$ cat src/verilog/comm_proto_pkg.sv
package comm_proto_pkg;

	localparam int WORD_W = 32;

	// purge ends after this many empty receive cycles in a row
	localparam int PURGE_CYCLES = 20000;
	localparam int PURGE_CNT_W  = $clog2(PURGE_CYCLES + 1);

	localparam logic [WORD_W-1:0] SYNC_KEY = 32'h4A78_B9F2;
	localparam logic [WORD_W-1:0] SYNC_XOR = 32'hCD00_31F7;

	// command flag bits
	localparam int FLAGS_W      = 12;
	localparam int FLAG_WRITE   = 0;
	localparam int FLAG_COUNTED = 1;
	localparam int FLAG_DEVCFG  = 2;

	localparam int COUNT_W     = 12;
	localparam int CFG_VALUE_W = 2;

	// host link phases
	localparam int             LINK_W     = 2;
	localparam logic [LINK_W-1:0] LINK_PURGE = 2'd0;
	localparam logic [LINK_W-1:0] LINK_SYNC  = 2'd1;
	localparam logic [LINK_W-1:0] LINK_READY = 2'd2;

	// command sequencer states
	localparam int               SEQ_W        = 4;
	localparam logic [SEQ_W-1:0] SEQ_PREAMBLE = 4'd0;
	localparam logic [SEQ_W-1:0] SEQ_COMMAND  = 4'd1;
	localparam logic [SEQ_W-1:0] SEQ_CFG_WAIT = 4'd2;
	localparam logic [SEQ_W-1:0] SEQ_ADDR     = 4'd3;
	localparam logic [SEQ_W-1:0] SEQ_WDATA    = 4'd4;
	localparam logic [SEQ_W-1:0] SEQ_XFER     = 4'd5;
	localparam logic [SEQ_W-1:0] SEQ_SEND     = 4'd6;
	localparam logic [SEQ_W-1:0] SEQ_ACK      = 4'd7;
	localparam logic [SEQ_W-1:0] SEQ_ERROR    = 4'd8;

	// command word, read as a transfer or as a device config
	typedef struct packed {
		logic [4:0]         rsvd;
		logic [2:0]         dev;
		logic [FLAGS_W-1:0] flags;
		logic [COUNT_W-1:0] count;
	} xfer_view_t;

	typedef struct packed {
		logic [4:0]             rsvd;
		logic [2:0]             dev;
		logic [FLAGS_W-1:0]     flags;
		logic [9:0]             unused;
		logic [CFG_VALUE_W-1:0] value;
	} cfg_view_t;

	typedef union packed {
		xfer_view_t xfer;
		cfg_view_t  cfg;
	} cmd_word_u;

endpackage

$ cat src/verilog/mem_bus_pkg.sv
package mem_bus_pkg;

	// byte addressed bus
	localparam int ADDR_W = 30;
	localparam int DATA_W = 32;
	localparam int DEV_W  = 3;

	// consecutive words are one word apart in bytes
	localparam logic [ADDR_W-1:0] ADDR_STEP = 30'd4;

	// bus master states
	localparam int               MBM_W          = 2;
	localparam logic [MBM_W-1:0] MBM_IDLE       = 2'd0;
	localparam logic [MBM_W-1:0] MBM_WAIT_READY = 2'd1;
	localparam logic [MBM_W-1:0] MBM_WAIT_DONE  = 2'd2;

endpackage

$ cat src/verilog/cmd_sequencer.sv
`timescale 1ns/1ps

module cmd_sequencer import comm_proto_pkg::*, mem_bus_pkg::*; (
	input  logic                   clock_i,
	input  logic                   resetn_i,
	input  logic                   word_valid_i,
	input  logic [WORD_W-1:0]      word_i,
	input  logic                   put_done_i,
	input  logic                   xfer_done_i,
	input  logic [DATA_W-1:0]      xfer_rdata_i,
	input  logic                   cfg_done_i,
	output logic                   get_req_o,
	output logic                   put_req_o,
	output logic [WORD_W-1:0]      put_data_o,
	output logic                   xfer_start_o,
	output logic                   xfer_rw_o,
	output logic [ADDR_W-1:0]      xfer_addr_o,
	output logic [DATA_W-1:0]      xfer_wdata_o,
	output logic                   cfg_start_o,
	output logic [DEV_W-1:0]       cfg_dev_o,
	output logic [CFG_VALUE_W-1:0] cfg_value_o,
	output logic                   exception_o
);

	logic [SEQ_W-1:0]   state;
	logic [COUNT_W-1:0] count;
	cmd_word_u          cmd;
	logic               last_word;

	assign cmd       = word_i;
	assign last_word = (count == COUNT_W'(1));

	// host link requests follow the state
	assign get_req_o = (state == SEQ_PREAMBLE) || (state == SEQ_COMMAND) ||
	                   (state == SEQ_ADDR) || (state == SEQ_WDATA);
	assign put_req_o = (state == SEQ_SEND) || (state == SEQ_ACK);

	// control
	// --------------------------------------------------
	always_ff @(posedge clock_i) begin
		if (!resetn_i) begin
			state        <= SEQ_PREAMBLE;
			count        <= '0;
			xfer_start_o <= 1'b0;
			xfer_rw_o    <= 1'b0;
			cfg_start_o  <= 1'b0;
			exception_o  <= 1'b0;
		end else begin
			xfer_start_o <= 1'b0;
			cfg_start_o  <= 1'b0;

			case (state)
				SEQ_PREAMBLE: begin
					if (word_valid_i) begin
						if (word_i != '0) begin
							exception_o <= 1'b1;
							state       <= SEQ_ERROR;
						end else begin
							state <= SEQ_COMMAND;
						end
					end
				end
				SEQ_COMMAND: begin
					if (word_valid_i) begin
						if (cmd.xfer.flags[FLAG_DEVCFG]) begin
							cfg_start_o <= 1'b1;
							state       <= SEQ_CFG_WAIT;
						end else begin
							xfer_rw_o <= cmd.xfer.flags[FLAG_WRITE];
							// zero count means a single word
							if (cmd.xfer.flags[FLAG_COUNTED] && cmd.xfer.count != '0) begin
								count <= cmd.xfer.count;
							end else begin
								count <= COUNT_W'(1);
							end
							state <= SEQ_ADDR;
						end
					end
				end
				SEQ_CFG_WAIT: begin
					if (cfg_done_i) begin
						state <= SEQ_ACK;
					end
				end
				SEQ_ADDR: begin
					if (word_valid_i) begin
						if (xfer_rw_o) begin
							state <= SEQ_WDATA;
						end else begin
							xfer_start_o <= 1'b1;
							state        <= SEQ_XFER;
						end
					end
				end
				SEQ_WDATA: begin
					if (word_valid_i) begin
						xfer_start_o <= 1'b1;
						state        <= SEQ_XFER;
					end
				end
				SEQ_XFER: begin
					if (xfer_done_i) begin
						if (!xfer_rw_o) begin
							state <= SEQ_SEND;
						end else if (last_word) begin
							state <= SEQ_ACK;
						end else begin
							count <= count - COUNT_W'(1);
							state <= SEQ_WDATA;
						end
					end
				end
				SEQ_SEND: begin
					// reads have no acknowledge
					if (put_done_i) begin
						if (last_word) begin
							state <= SEQ_PREAMBLE;
						end else begin
							count        <= count - COUNT_W'(1);
							xfer_start_o <= 1'b1;
							state        <= SEQ_XFER;
						end
					end
				end
				SEQ_ACK: begin
					if (put_done_i) begin
						state <= SEQ_PREAMBLE;
					end
				end
				SEQ_ERROR: begin
					// sticky until reset
					exception_o <= 1'b1;
				end
				default: begin
					state <= SEQ_PREAMBLE;
				end
			endcase
		end
	end

	// payload
	// --------------------------------------------------
	always_ff @(posedge clock_i) begin
		case (state)
			SEQ_COMMAND: begin
				if (word_valid_i) begin
					cfg_dev_o   <= cmd.cfg.dev;
					cfg_value_o <= cmd.cfg.value;
				end
			end
			SEQ_CFG_WAIT: begin
				if (cfg_done_i) begin
					put_data_o <= '0;
				end
			end
			SEQ_ADDR: begin
				if (word_valid_i) begin
					xfer_addr_o <= word_i[ADDR_W-1:0];
				end
			end
			SEQ_WDATA: begin
				if (word_valid_i) begin
					xfer_wdata_o <= word_i;
				end
			end
			SEQ_XFER: begin
				// a write steps here and a read steps once the word is sent
				if (xfer_done_i) begin
					if (xfer_rw_o) begin
						put_data_o  <= '0;
						xfer_addr_o <= xfer_addr_o + ADDR_STEP;
					end else begin
						put_data_o <= xfer_rdata_i;
					end
				end
			end
			SEQ_SEND: begin
				if (put_done_i) begin
					xfer_addr_o <= xfer_addr_o + ADDR_STEP;
				end
			end
			default: begin
			end
		endcase
	end

endmodule

$ cat src/verilog/comm_controller.sv
`timescale 1ns/1ps

module comm_controller import comm_proto_pkg::*, mem_bus_pkg::*; (
	input  logic              clock_i,
	input  logic              resetn_i,
	// host fifos
	input  logic              tx_full_i,
	input  logic              rx_empty_i,
	input  logic [WORD_W-1:0] rx_data_i,
	output logic              rx_read_o,
	output logic              tx_write_o,
	output logic [WORD_W-1:0] tx_data_o,
	// memory/peripheral bus
	input  logic              ready_i,
	input  logic              done_i,
	input  logic [DATA_W-1:0] data_i,
	output logic [DEV_W-1:0]  reqdev_o,
	output logic              req_o,
	output logic              rw_o,
	output logic [ADDR_W-1:0] add_o,
	output logic [DATA_W-1:0] data_o,
	output logic              clear_o,
	output logic              exception_o
);

	// link to sequencer
	logic              get_req;
	logic              word_valid;
	logic [WORD_W-1:0] word;
	logic              put_req;
	logic [WORD_W-1:0] put_data;
	logic              put_done;

	// sequencer to bus master
	logic                   xfer_start;
	logic                   xfer_rw;
	logic [ADDR_W-1:0]      xfer_addr;
	logic [DATA_W-1:0]      xfer_wdata;
	logic                   xfer_done;
	logic [DATA_W-1:0]      xfer_rdata;
	logic                   cfg_start;
	logic [DEV_W-1:0]       cfg_dev;
	logic [CFG_VALUE_W-1:0] cfg_value;
	logic                   cfg_done;

	host_link u_host_link (
		.clock_i      (clock_i),
		.resetn_i     (resetn_i),
		.rx_empty_i   (rx_empty_i),
		.rx_data_i    (rx_data_i),
		.tx_full_i    (tx_full_i),
		.get_req_i    (get_req),
		.put_req_i    (put_req),
		.put_data_i   (put_data),
		.rx_read_o    (rx_read_o),
		.tx_write_o   (tx_write_o),
		.tx_data_o    (tx_data_o),
		.word_valid_o (word_valid),
		.word_o       (word),
		.put_done_o   (put_done)
	);

	cmd_sequencer u_cmd_sequencer (
		.clock_i      (clock_i),
		.resetn_i     (resetn_i),
		.word_valid_i (word_valid),
		.word_i       (word),
		.put_done_i   (put_done),
		.xfer_done_i  (xfer_done),
		.xfer_rdata_i (xfer_rdata),
		.cfg_done_i   (cfg_done),
		.get_req_o    (get_req),
		.put_req_o    (put_req),
		.put_data_o   (put_data),
		.xfer_start_o (xfer_start),
		.xfer_rw_o    (xfer_rw),
		.xfer_addr_o  (xfer_addr),
		.xfer_wdata_o (xfer_wdata),
		.cfg_start_o  (cfg_start),
		.cfg_dev_o    (cfg_dev),
		.cfg_value_o  (cfg_value),
		.exception_o  (exception_o)
	);

	mem_bus_master u_mem_bus_master (
		.clock_i      (clock_i),
		.resetn_i     (resetn_i),
		.ready_i      (ready_i),
		.done_i       (done_i),
		.data_i       (data_i),
		.xfer_start_i (xfer_start),
		.xfer_rw_i    (xfer_rw),
		.xfer_addr_i  (xfer_addr),
		.xfer_wdata_i (xfer_wdata),
		.cfg_start_i  (cfg_start),
		.cfg_dev_i    (cfg_dev),
		.cfg_value_i  (cfg_value),
		.req_o        (req_o),
		.rw_o         (rw_o),
		.reqdev_o     (reqdev_o),
		.add_o        (add_o),
		.data_o       (data_o),
		.clear_o      (clear_o),
		.xfer_done_o  (xfer_done),
		.xfer_rdata_o (xfer_rdata),
		.cfg_done_o   (cfg_done)
	);

endmodule

$ cat src/verilog/host_link.sv
`timescale 1ns/1ps

module host_link import comm_proto_pkg::*; (
	input  logic              clock_i,
	input  logic              resetn_i,
	input  logic              rx_empty_i,
	input  logic [WORD_W-1:0] rx_data_i,
	input  logic              tx_full_i,
	input  logic              get_req_i,
	input  logic              put_req_i,
	input  logic [WORD_W-1:0] put_data_i,
	output logic              rx_read_o,
	output logic              tx_write_o,
	output logic [WORD_W-1:0] tx_data_o,
	output logic              word_valid_o,
	output logic [WORD_W-1:0] word_o,
	output logic              put_done_o
);

	logic [LINK_W-1:0]      phase;
	logic [PURGE_CNT_W-1:0] purge_cnt;

	logic purge_pop;
	logic sync_pop;
	logic sync_echo;
	logic get_pop;
	logic put_push;

	// pop/push conditions
	// --------------------------------------------------
	// the fifo advances on the edge where rx_read_o is high, so the word on
	// rx_data_i is stale for that one cycle and must not be popped again
	assign purge_pop = (phase == LINK_PURGE) && !rx_empty_i && !rx_read_o;
	assign sync_pop  = (phase == LINK_SYNC) && !rx_empty_i && !tx_full_i && !rx_read_o;
	assign sync_echo = sync_pop && (rx_data_i != SYNC_KEY);
	assign get_pop   = (phase == LINK_READY) && get_req_i && !rx_empty_i && !rx_read_o;
	// one write per put request on the transmit side
	assign put_push  = (phase == LINK_READY) && put_req_i && !tx_full_i && !tx_write_o;

	// phase control and strobes
	// --------------------------------------------------
	always_ff @(posedge clock_i) begin
		if (!resetn_i) begin
			phase        <= LINK_PURGE;
			purge_cnt    <= PURGE_CNT_W'(PURGE_CYCLES);
			rx_read_o    <= 1'b0;
			tx_write_o   <= 1'b0;
			word_valid_o <= 1'b0;
			put_done_o   <= 1'b0;
		end else begin
			rx_read_o    <= purge_pop || sync_pop || get_pop;
			tx_write_o   <= sync_echo || put_push;
			word_valid_o <= get_pop;
			put_done_o   <= put_push;

			case (phase)
				LINK_PURGE: begin
					// any word present restarts the empty run
					if (!rx_empty_i) begin
						purge_cnt <= PURGE_CNT_W'(PURGE_CYCLES);
					end else if (purge_cnt != '0) begin
						purge_cnt <= purge_cnt - PURGE_CNT_W'(1);
					end else begin
						phase <= LINK_SYNC;
					end
				end
				LINK_SYNC: begin
					// key word is consumed silently
					if (sync_pop && !sync_echo) begin
						phase <= LINK_READY;
					end
				end
				LINK_READY: begin
					phase <= LINK_READY;
				end
				default: begin
					phase <= LINK_PURGE;
				end
			endcase
		end
	end

	// payload
	always_ff @(posedge clock_i) begin
		if (get_pop) begin
			word_o <= rx_data_i;
		end
		if (sync_echo) begin
			tx_data_o <= rx_data_i ^ SYNC_XOR;
		end else if (put_push) begin
			tx_data_o <= put_data_i;
		end
	end

endmodule

$ cat src/verilog/mem_bus_master.sv
`timescale 1ns/1ps

module mem_bus_master import comm_proto_pkg::*, mem_bus_pkg::*; (
	input  logic                   clock_i,
	input  logic                   resetn_i,
	input  logic                   ready_i,
	input  logic                   done_i,
	input  logic [DATA_W-1:0]      data_i,
	input  logic                   xfer_start_i,
	input  logic                   xfer_rw_i,
	input  logic [ADDR_W-1:0]      xfer_addr_i,
	input  logic [DATA_W-1:0]      xfer_wdata_i,
	input  logic                   cfg_start_i,
	input  logic [DEV_W-1:0]       cfg_dev_i,
	input  logic [CFG_VALUE_W-1:0] cfg_value_i,
	output logic                   req_o,
	output logic                   rw_o,
	output logic [DEV_W-1:0]       reqdev_o,
	output logic [ADDR_W-1:0]      add_o,
	output logic [DATA_W-1:0]      data_o,
	output logic                   clear_o,
	output logic                   xfer_done_o,
	output logic [DATA_W-1:0]      xfer_rdata_o,
	output logic                   cfg_done_o
);

	logic [MBM_W-1:0] state;

	always_ff @(posedge clock_i) begin
		if (!resetn_i) begin
			state       <= MBM_IDLE;
			req_o       <= 1'b0;
			rw_o        <= 1'b0;
			reqdev_o    <= '0;
			add_o       <= '0;
			data_o      <= '0;
			clear_o     <= 1'b0;
			xfer_done_o <= 1'b0;
			cfg_done_o  <= 1'b0;
		end else begin
			// pulses and per-request fields fall back every cycle
			req_o       <= 1'b0;
			rw_o        <= 1'b0;
			reqdev_o    <= '0;
			clear_o     <= 1'b0;
			xfer_done_o <= 1'b0;
			cfg_done_o  <= 1'b0;

			case (state)
				MBM_IDLE: begin
					if (xfer_start_i) begin
						state <= MBM_WAIT_READY;
					end else if (cfg_start_i) begin
						// config is fire and forget, no ready or done
						req_o      <= 1'b1;
						reqdev_o   <= cfg_dev_i;
						data_o     <= {{(DATA_W-CFG_VALUE_W){1'b0}}, cfg_value_i};
						cfg_done_o <= 1'b1;
					end
				end
				MBM_WAIT_READY: begin
					if (ready_i) begin
						req_o  <= 1'b1;
						rw_o   <= xfer_rw_i;
						add_o  <= xfer_addr_i;
						data_o <= xfer_wdata_i;
						state  <= MBM_WAIT_DONE;
					end
				end
				MBM_WAIT_DONE: begin
					if (done_i) begin
						clear_o     <= 1'b1;
						xfer_done_o <= 1'b1;
						state       <= MBM_IDLE;
					end
				end
				default: begin
					state <= MBM_IDLE;
				end
			endcase
		end
	end

	// read data captured with done
	always_ff @(posedge clock_i) begin
		if (state == MBM_WAIT_DONE && done_i) begin
			xfer_rdata_o <= data_i;
		end
	end

endmodule

$ cat config.mk
export PLATFORM = sky130hd
export DESIGN_NAME = comm_controller
export DESIGN_NICKNAME = d
export VERILOG_FILES = /design/src/verilog/comm_proto_pkg.sv /design/src/verilog/mem_bus_pkg.sv /design/src/verilog/cmd_sequencer.sv /design/src/verilog/comm_controller.sv /design/src/verilog/host_link.sv /design/src/verilog/mem_bus_master.sv
export SDC_FILE = /design/constraint.sdc
export NUM_CORES = 1
export LEC_CHECK = 0
export BUFFER_PORTS_ARGS = -buffer_cell sky130_fd_sc_hd__buf_2
export CAP_MARGIN = 10
export CORE_MARGIN = 2
export CORE_UTILIZATION = 30
export DETAILED_ROUTE_END_ITERATION = 10
export GPL_ROUTABILITY_DRIVEN = 0
export PLACE_DENSITY = 0.56
export RECOVER_POWER = 25
export SKIP_CTS_REPAIR_TIMING = 1
export SYNTH_ARGS = -nofsm -noshare
export SYNTH_HDL_FRONTEND = slang
export SYNTH_HIERARCHICAL = 1
export SYNTH_SLANG_ARGS = --single-unit
$ cat constraint.sdc
create_clock -name clock_i -period 5.86 [get_ports clock_i]
set_input_delay 1.465 -clock clock_i [delete_from_list [all_inputs] [get_ports clock_i]]
set_output_delay 1.465 -clock clock_i [all_outputs]
set_load 0.01 [all_outputs]
==> flow_summary.ini, run 1 <==
[run_status]
outcome = finished with violations
violations = capacitance limit, slew limit

[final_layout]
n_antenna_cell = 0
layout-drive-gt1-share_pct = 20.6
syn_to_final_growth_pct = 20.2
fin_nets = 1240
final_cell_area_sq_um = 14900

[synth]
synth_cell_type_count = 76
synth_top_area_share_pct = 47.4
synth_top_family_by_area = simple AND/OR/NAND/NOR gates
synth_edf_count = 195
synth_nets = 1062
yosys.area_share.simple_pct = 15.3
muxShareOfSynthArea_pct = 2.03
netlist_area_sq_um = 12400
synth_xor_area_share_pct = 2.90
ys_async_sr_fraction_pct = 0
yosysTopAreaCell = edfxtp_1
synth-compound-area-share_pct = 10.7
synthAdderAreaFrac_pct = 0.809
yosysSeqAreaShare_pct = 65.5
avgSynthCellArea_sq_um = 12.6
ys_ff_latch = 307
yosys_warnings = 6
ys.flop_type = edfxtp_1
syn_inst = 984
ys_top_cells_by_area = edfxtp_1, dfxtp_1, nand2_1

[floorplanning]
coreArea_sq_um = 40700
num_rows = 74
die_w_um = 207
die_h_um = 207
ios = 173
initial_utilization_pct = 30.4
die-area_sq_um = 42900

[worst_setup_path]
r2r-start = u_cmd_sequencer/state[2]$_SDFFE_PN0P_
reg2reg_to = u_cmd_sequencer/put_data_o[12]$_SDFFCE_PN0P_
worst-setup-path-type = input pin to flop
endpoint_kind = flop
reg2reg_slack_ps = 3260
cp_data_required_time_ps = 6100
startpoint_type = input pin
r2r_cells = 4
arrival_ps = 3760
critPathMaxFanout = 49

[drt]
vias = 8121
vias_per_cell = 4.72
drt-initial-drc-count = 534
final_antenna_net_count = 0
drcViolationCount = 0
finalWirelength_mm = 31.3
firstDrtPassIters = 5
wl_per_cell_um = 18.2

[power]
power_density_nw_per_um2 = 305
intPower_mw = 3.60
netSwitchingPower_mw = 0.931
swShare_pct = 20.5
leakagePower_nw = 5.24
ir_drop_uv = 164
seq_power_share_pct = 50.5
p_total_mw = 4.54
pwr-share-clk_pct = 47.9
power_frac_comb_pct = 1.7

[timing]
period_share_pct = 60.0
hold_viol_final = 0
fmax_mhz = 284
min_period_ps = 3520
slew_headroom_pct = -28.4
hold_ws_ps = 438
fin_skew_ps = 18.4
rsz0062_at_grt = false
timing.setup.tns_ps = 0
setup_viol = 0
worst_pin_slew_ps = 1930
final_max_slew_viol_count = 34

[flow_run]
maxCapViolations = 1

[clocking]
clock-sinks = 307
cts_made_buffers = 36
insertion_delay_ps = 530
clkTransAtPathRegs_ps = 60
cts_root_buffer = clkbuf_16
htreeDepth = 2
max-clock-path-buffers = 3
cts_tree = done

[placement]
dpl_cell_area_sq_um = 13800
dp_hpwl_mm = 21.7
io_buffer_count = 172

[min_path]
worstHoldEndpoint = u_mem_bus_master/reqdev_o[1]$_SDFF_PP0_
min_from = u_cmd_sequencer/cfg_dev_o[1]$_DFFE_PP_
hold_class = flop to flop
holdPathStages = 1

[grt]
grtUsageTotal_pct = 14.5
grt.overflow.total = 0
grt_pass1_wl_mm = 48.2
grt_pass1_vias = 8018
antenna_found_initial = 0
grt_max_degree = 71
## logic make-up (layout without fill, tap and decap cells)
family,after synthesis,in the layout
AO/OA/AOI/OAI,188,188
XOR/XNOR,41,41
adder cells (fa/ha/maj),8,8
buffers and inverters,70,275
flip-flops,307,307
multiplexers,23,23
AND/OR/NAND/NOR,347,347
## layout make-up
cell class	count	area (sq um)
clock buffer	49	1000
clock inverter	16	150
fill	4007	25900
inverter	22	82.6
multi-input combinational	607	3950
sequential	307	8100
tap	532	666
timing repair buffer	188	921
## Yosys cell counts (all sizes together) (2+ instances only)
master    n
nand2b    7
nor3b     5
xnor2    22
nor4b     9
a22o     31
a32oi     3
o211ai    6
or4       2
o22ai     3
o31ai     4
nor3     17
a21oi    21
buf      24
mux2i     6
inv      21
clkbuf   24
and3      9
a31oi     4
a211oi    5
nand3b    3
xor2     19
o21ai    57
nand4b    3
o211a     3
nand4    14
and2     44
edfxtp  195
nor4     15
a21boi   31
nor4bb    2
nand2   136
nor2     40
a21o      3
or2       3
mux2     17
nand3    20
and2b     2
a32o      4
nor2b     6
and3b     3
ha        8
and4b     2
dfxtp   112
and4      2
## flip-flops by register name, indices dropped and copies added, names as in the netlist, 2 cells and up
name and flops:
u_cmd_sequencer/put_data_o 32, u_cmd_sequencer/xfer_wdata_o 32, u_host_link/tx_data_o 32, u_host_link/word_o 32
u_mem_bus_master/data_o 32, u_mem_bus_master/xfer_rdata_o 32, u_cmd_sequencer/xfer_addr_o 30, u_mem_bus_master/add_o 30
u_host_link/purge_cnt 15, u_cmd_sequencer/count 12, u_cmd_sequencer/state 4, u_cmd_sequencer/cfg_dev_o 3
u_mem_bus_master/reqdev_o 3, u_cmd_sequencer/cfg_value_o 2, u_host_link/phase 2, u_mem_bus_master/state 2
## critical path, stage by stage
cell and delay, ps:
clkbuf_1 160, nor4b_1 370, nand4_1 310, o311ai_4 340, buf_4 460, nand2_1 300, buf_4 330
## layer usage
| layer | global-route usage, % | vias up | part of all wire (%) |
|---|---|---|---|
| met5 | 0 | - | 0 |
| li1 | - | 3954 | - |
| met1 | 20.5 | 3850 | 47 |
| met4 | 4.90 | 0 | 2.3 |
| met3 | 3.12 | 51 | 6.1 |
| met2 | 21.8 | 266 | 44 |
## placed cells by master, fill, tap and decap left out, types with 13 or more instances in the layout
cell	synthesis	routed
nor4_1	13	13
and2_1	44	40
nand3_1	18	18
nand2_1	136	135
nor3_1	17	17
a22o_1	31	31
clkbuf_1	24	46
inv_1	21	21
xnor2_1	22	22
clkbuf_16	0	36
dfxtp_1	112	112
mux2_2	17	17
xor2_1	19	19
buf_2	14	139
edfxtp_1	195	195
a21boi_0	30	30
a21oi_1	21	20
nor2_1	40	38
o21ai_0	51	51
## power by group through the flow
stage,Clock (mW),Sequential (mW),Combinational [mW]
floorplan,0,2.33,0.0342
global placement,0,2.33,0.0764
detailed placement,0,2.33,0.0783
CTS,2.24,2.29,0.0790
global route,2.32,2.29,0.0837
finish,2.17,2.29,0.0751
## how the worst max path moves through the flow
stage                                               start                                        end  slack (ps)  cells after the start
floorplan           u_cmd_sequencer/state[0]$_SDFFE_PN0P_  u_cmd_sequencer/xfer_wdata_o[0]$_DFFE_PP_        1240                      3
global placement                            rx_data_i[26]        u_host_link/tx_data_o[19]$_DFFE_PP_        1840                      7
detailed placement                          rx_data_i[26]        u_host_link/tx_data_o[21]$_DFFE_PP_        1750                      7
CTS                                         rx_data_i[26]         u_host_link/tx_data_o[3]$_DFFE_PP_        2300                      7
global route                                rx_data_i[27]         u_host_link/tx_data_o[3]$_DFFE_PP_        2100                      7
finish                                      rx_data_i[27]        u_host_link/tx_data_o[22]$_DFFE_PP_        2340                      7
## through the flow
| step | cells | util (%) | worst slack [ps] |
|---|---|---|---|
| 3_5_place_dp | 1655 | 33.8 | 1750 |
| 2_1_floorplan | 984 | - | 1240 |
| 3_3_place_gp | 1655 | 33.8 | 1840 |
| 4_1_cts | 1720 | 36.6 | 2300 |
| 5_1_grt | 1721 | 36.5 | 2100 |
| 6_report | 1721 | 36.5 | 2340 |
Power figures use the tool's default switching activity.
==> inputs of run 2 (changes only) <==
==> constraint.sdc (replaced) <==
create_clock -name clock_i -period 3.5 [get_ports clock_i]
set_input_delay 0.875 -clock clock_i [delete_from_list [all_inputs] [get_ports clock_i]]
set_output_delay 0.875 -clock clock_i [all_outputs]
set_load 0.01 [all_outputs]
==> flow_summary.ini, run 2 (synthesis gave the netlist of run 1 again) <==
[run_status]
outcome = finished with violations
violations = capacitance limit, slew limit

[grt]
grt_max_degree = 71
top_usage_layer = met2
antenna_found_initial = 1
grt_pass1_wl_mm = 47.6
gr-usage-met1_pct = 20.2
gr-usage-met2_pct = 21.5
grtUsageMet3_pct = 3.31
grtUsageTotal_pct = 14.3
grt_pass1_vias = 7947
grt.overflow.total = 0

[power]
pwr-share-clk_pct = 47.9
power_density_nw_per_um2 = 507
intPower_mw = 6.08
swShare_pct = 20.0
netSwitchingPower_mw = 1.52
ir_drop_uv = 292
seq_power_share_pct = 50.4
leakagePower_nw = 5.29
power_frac_comb_pct = 1.7
p_total_mw = 7.60

[drt]
final_antenna_net_count = 0
drt-initial-drc-count = 581
vias_per_cell = 4.76
finalWirelength_mm = 31.0
drcViolationCount = 0
vias = 8216
firstDrtPassIters = 5
wl_per_cell_um = 18.0

[worst_setup_path]
r2r-start = u_cmd_sequencer/state[3]$_SDFFE_PN0P_
critPathCapture = u_mem_bus_master/data_o[5]$_SDFFE_PN0P_
startpoint = resetn_i
crit_top_cell = clkbuf_1
cp_data_required_time_ps = 3970
path_cells = clkbuf_1, nand2b_1, nor2_2, clkbuf_1, a22o_1
endpoint_kind = flop
worst-setup-path-type = input pin to flop
reg2reg_to = u_cmd_sequencer/count[9]$_SDFFE_PN0P_
startpoint_type = input pin
reg2reg_slack_ps = 1150
arrival_ps = 3150
cp_slowest_stage_delay_ps = 800
slowest_stage = clkbuf_1
critPathMaxFanout = 16
r2r_cells = 5

[floorplanning]
coreArea_sq_um = 40700
ios = 173
die_h_um = 207
num_rows = 74
initial_utilization_pct = 30.4
die_w_um = 207
die-area_sq_um = 42900

[timing]
timing.setup.tns_ps = 0
fmax_mhz = 373
fin_skew_ps = 17.9
period_share_pct = 76.7
rsz0062_at_grt = false
setup_viol = 0
worst_pin_slew_ps = 1610
min_period_ps = 2680
final_max_slew_viol_count = 34
hold_viol_final = 0
slew_headroom_pct = -7.35

[clocking]
clock-sinks = 307
cts_tree = done
insertion_delay_ps = 540
cts_made_buffers = 36
cts_root_buffer = clkbuf_16
clkTransAtPathRegs_ps = 50
htreeDepth = 2
max-clock-path-buffers = 3

[final_layout]
n_fill_cell = 4045
layout-drive-gt1-share_pct = 20.7
syn_to_final_growth_pct = 21.1
layout_commonest_cell = edfxtp_1
n_antenna_cell = 0
mostFrequentLayoutCells = edfxtp_1, buf_2, nand2_1
fin_nets = 1247

[min_path]
holdPathStages = 1
hold_class = flop to flop

[flow_run]
maxCapViolations = 1

[placement]
io_buffer_count = 172
dp_hpwl_mm = 21.9
[run 2: cell count changes in the layout (fill, tap and decap cells not counted), sizes merged]
cell	delta
clkbuf	+5
buf	+7
inv	-2
clkinv	-5
clkinvlp	+1
[run 2: power groups by stage]
stage	clock network, mW	logic, mW	registers [mW]
3_3_place_gp	0	0.131	3.91
4_1_cts	3.75	0.134	3.83
2_1_floorplan	0	0.0573	3.91
6_report	3.64	0.127	3.83
3_5_place_dp	0	0.134	3.91
5_1_grt	3.90	0.144	3.83
[run 2: layout make-up]
| cell class | count | area, sq um | area share [%] |
|---|---|---|---|
| flip-flops and latches | 307 | 8100 | 54.1 |
| multi-input cells | 607 | 3950 | 26.4 |
| repair buffers | 195 | 1030 | 6.85 |
| well taps | 532 | 666 | 4.44 |
| inverters | 22 | 82.6 | 0.551 |
| clock buffers | 54 | 1040 | 6.95 |
| clock inverters | 10 | 110 | 0.735 |
[run 2: worst min path at each step]
stage                                      startpoint                                 endpoint  slack, ps
6_report       u_cmd_sequencer/cfg_dev_o[0]$_DFFE_PP_  u_mem_bus_master/reqdev_o[0]$_SDFF_PP0_        440
5_1_grt        u_cmd_sequencer/cfg_dev_o[0]$_DFFE_PP_  u_mem_bus_master/reqdev_o[0]$_SDFF_PP0_        460
4_1_cts        u_cmd_sequencer/cfg_dev_o[0]$_DFFE_PP_  u_mem_bus_master/reqdev_o[0]$_SDFF_PP0_        450
3_5_place_dp   u_cmd_sequencer/cfg_dev_o[0]$_DFFE_PP_  u_mem_bus_master/reqdev_o[0]$_SDFF_PP0_        430
3_3_place_gp   u_cmd_sequencer/cfg_dev_o[2]$_DFFE_PP_  u_mem_bus_master/reqdev_o[2]$_SDFF_PP0_        430
2_1_floorplan  u_cmd_sequencer/cfg_dev_o[0]$_DFFE_PP_  u_mem_bus_master/reqdev_o[0]$_SDFF_PP0_        420
[run 2: critical path: cells and delay by family]
family | cells | cell delay [ps]
buffers and inverters | 2 | 1590
AO/OA/AOI/OAI | 1 | 260
AND/OR/NAND/NOR | 2 | 410
[run 2: stage by stage]
stage               instance area (sq um)  hold WS (ps)  setup slack [ps]  utilization (%)  std cells
floorplan                           12400           420               488                -        984
global placement                    13900           430               464             34.1       1663
detailed placement                  13900           432               446             34.1       1663
CTS                                 15000           445              1010             36.9       1727
global route                        15000           462               601             36.8       1727
finish                              15000           441               816             36.8       1727
[run 2: layer usage]
layer,routed length [um],part of all wire [%]
met5,0,0
met4,943,3.0
met3,1810,5.8
met2,13600,44
met1,14600,47
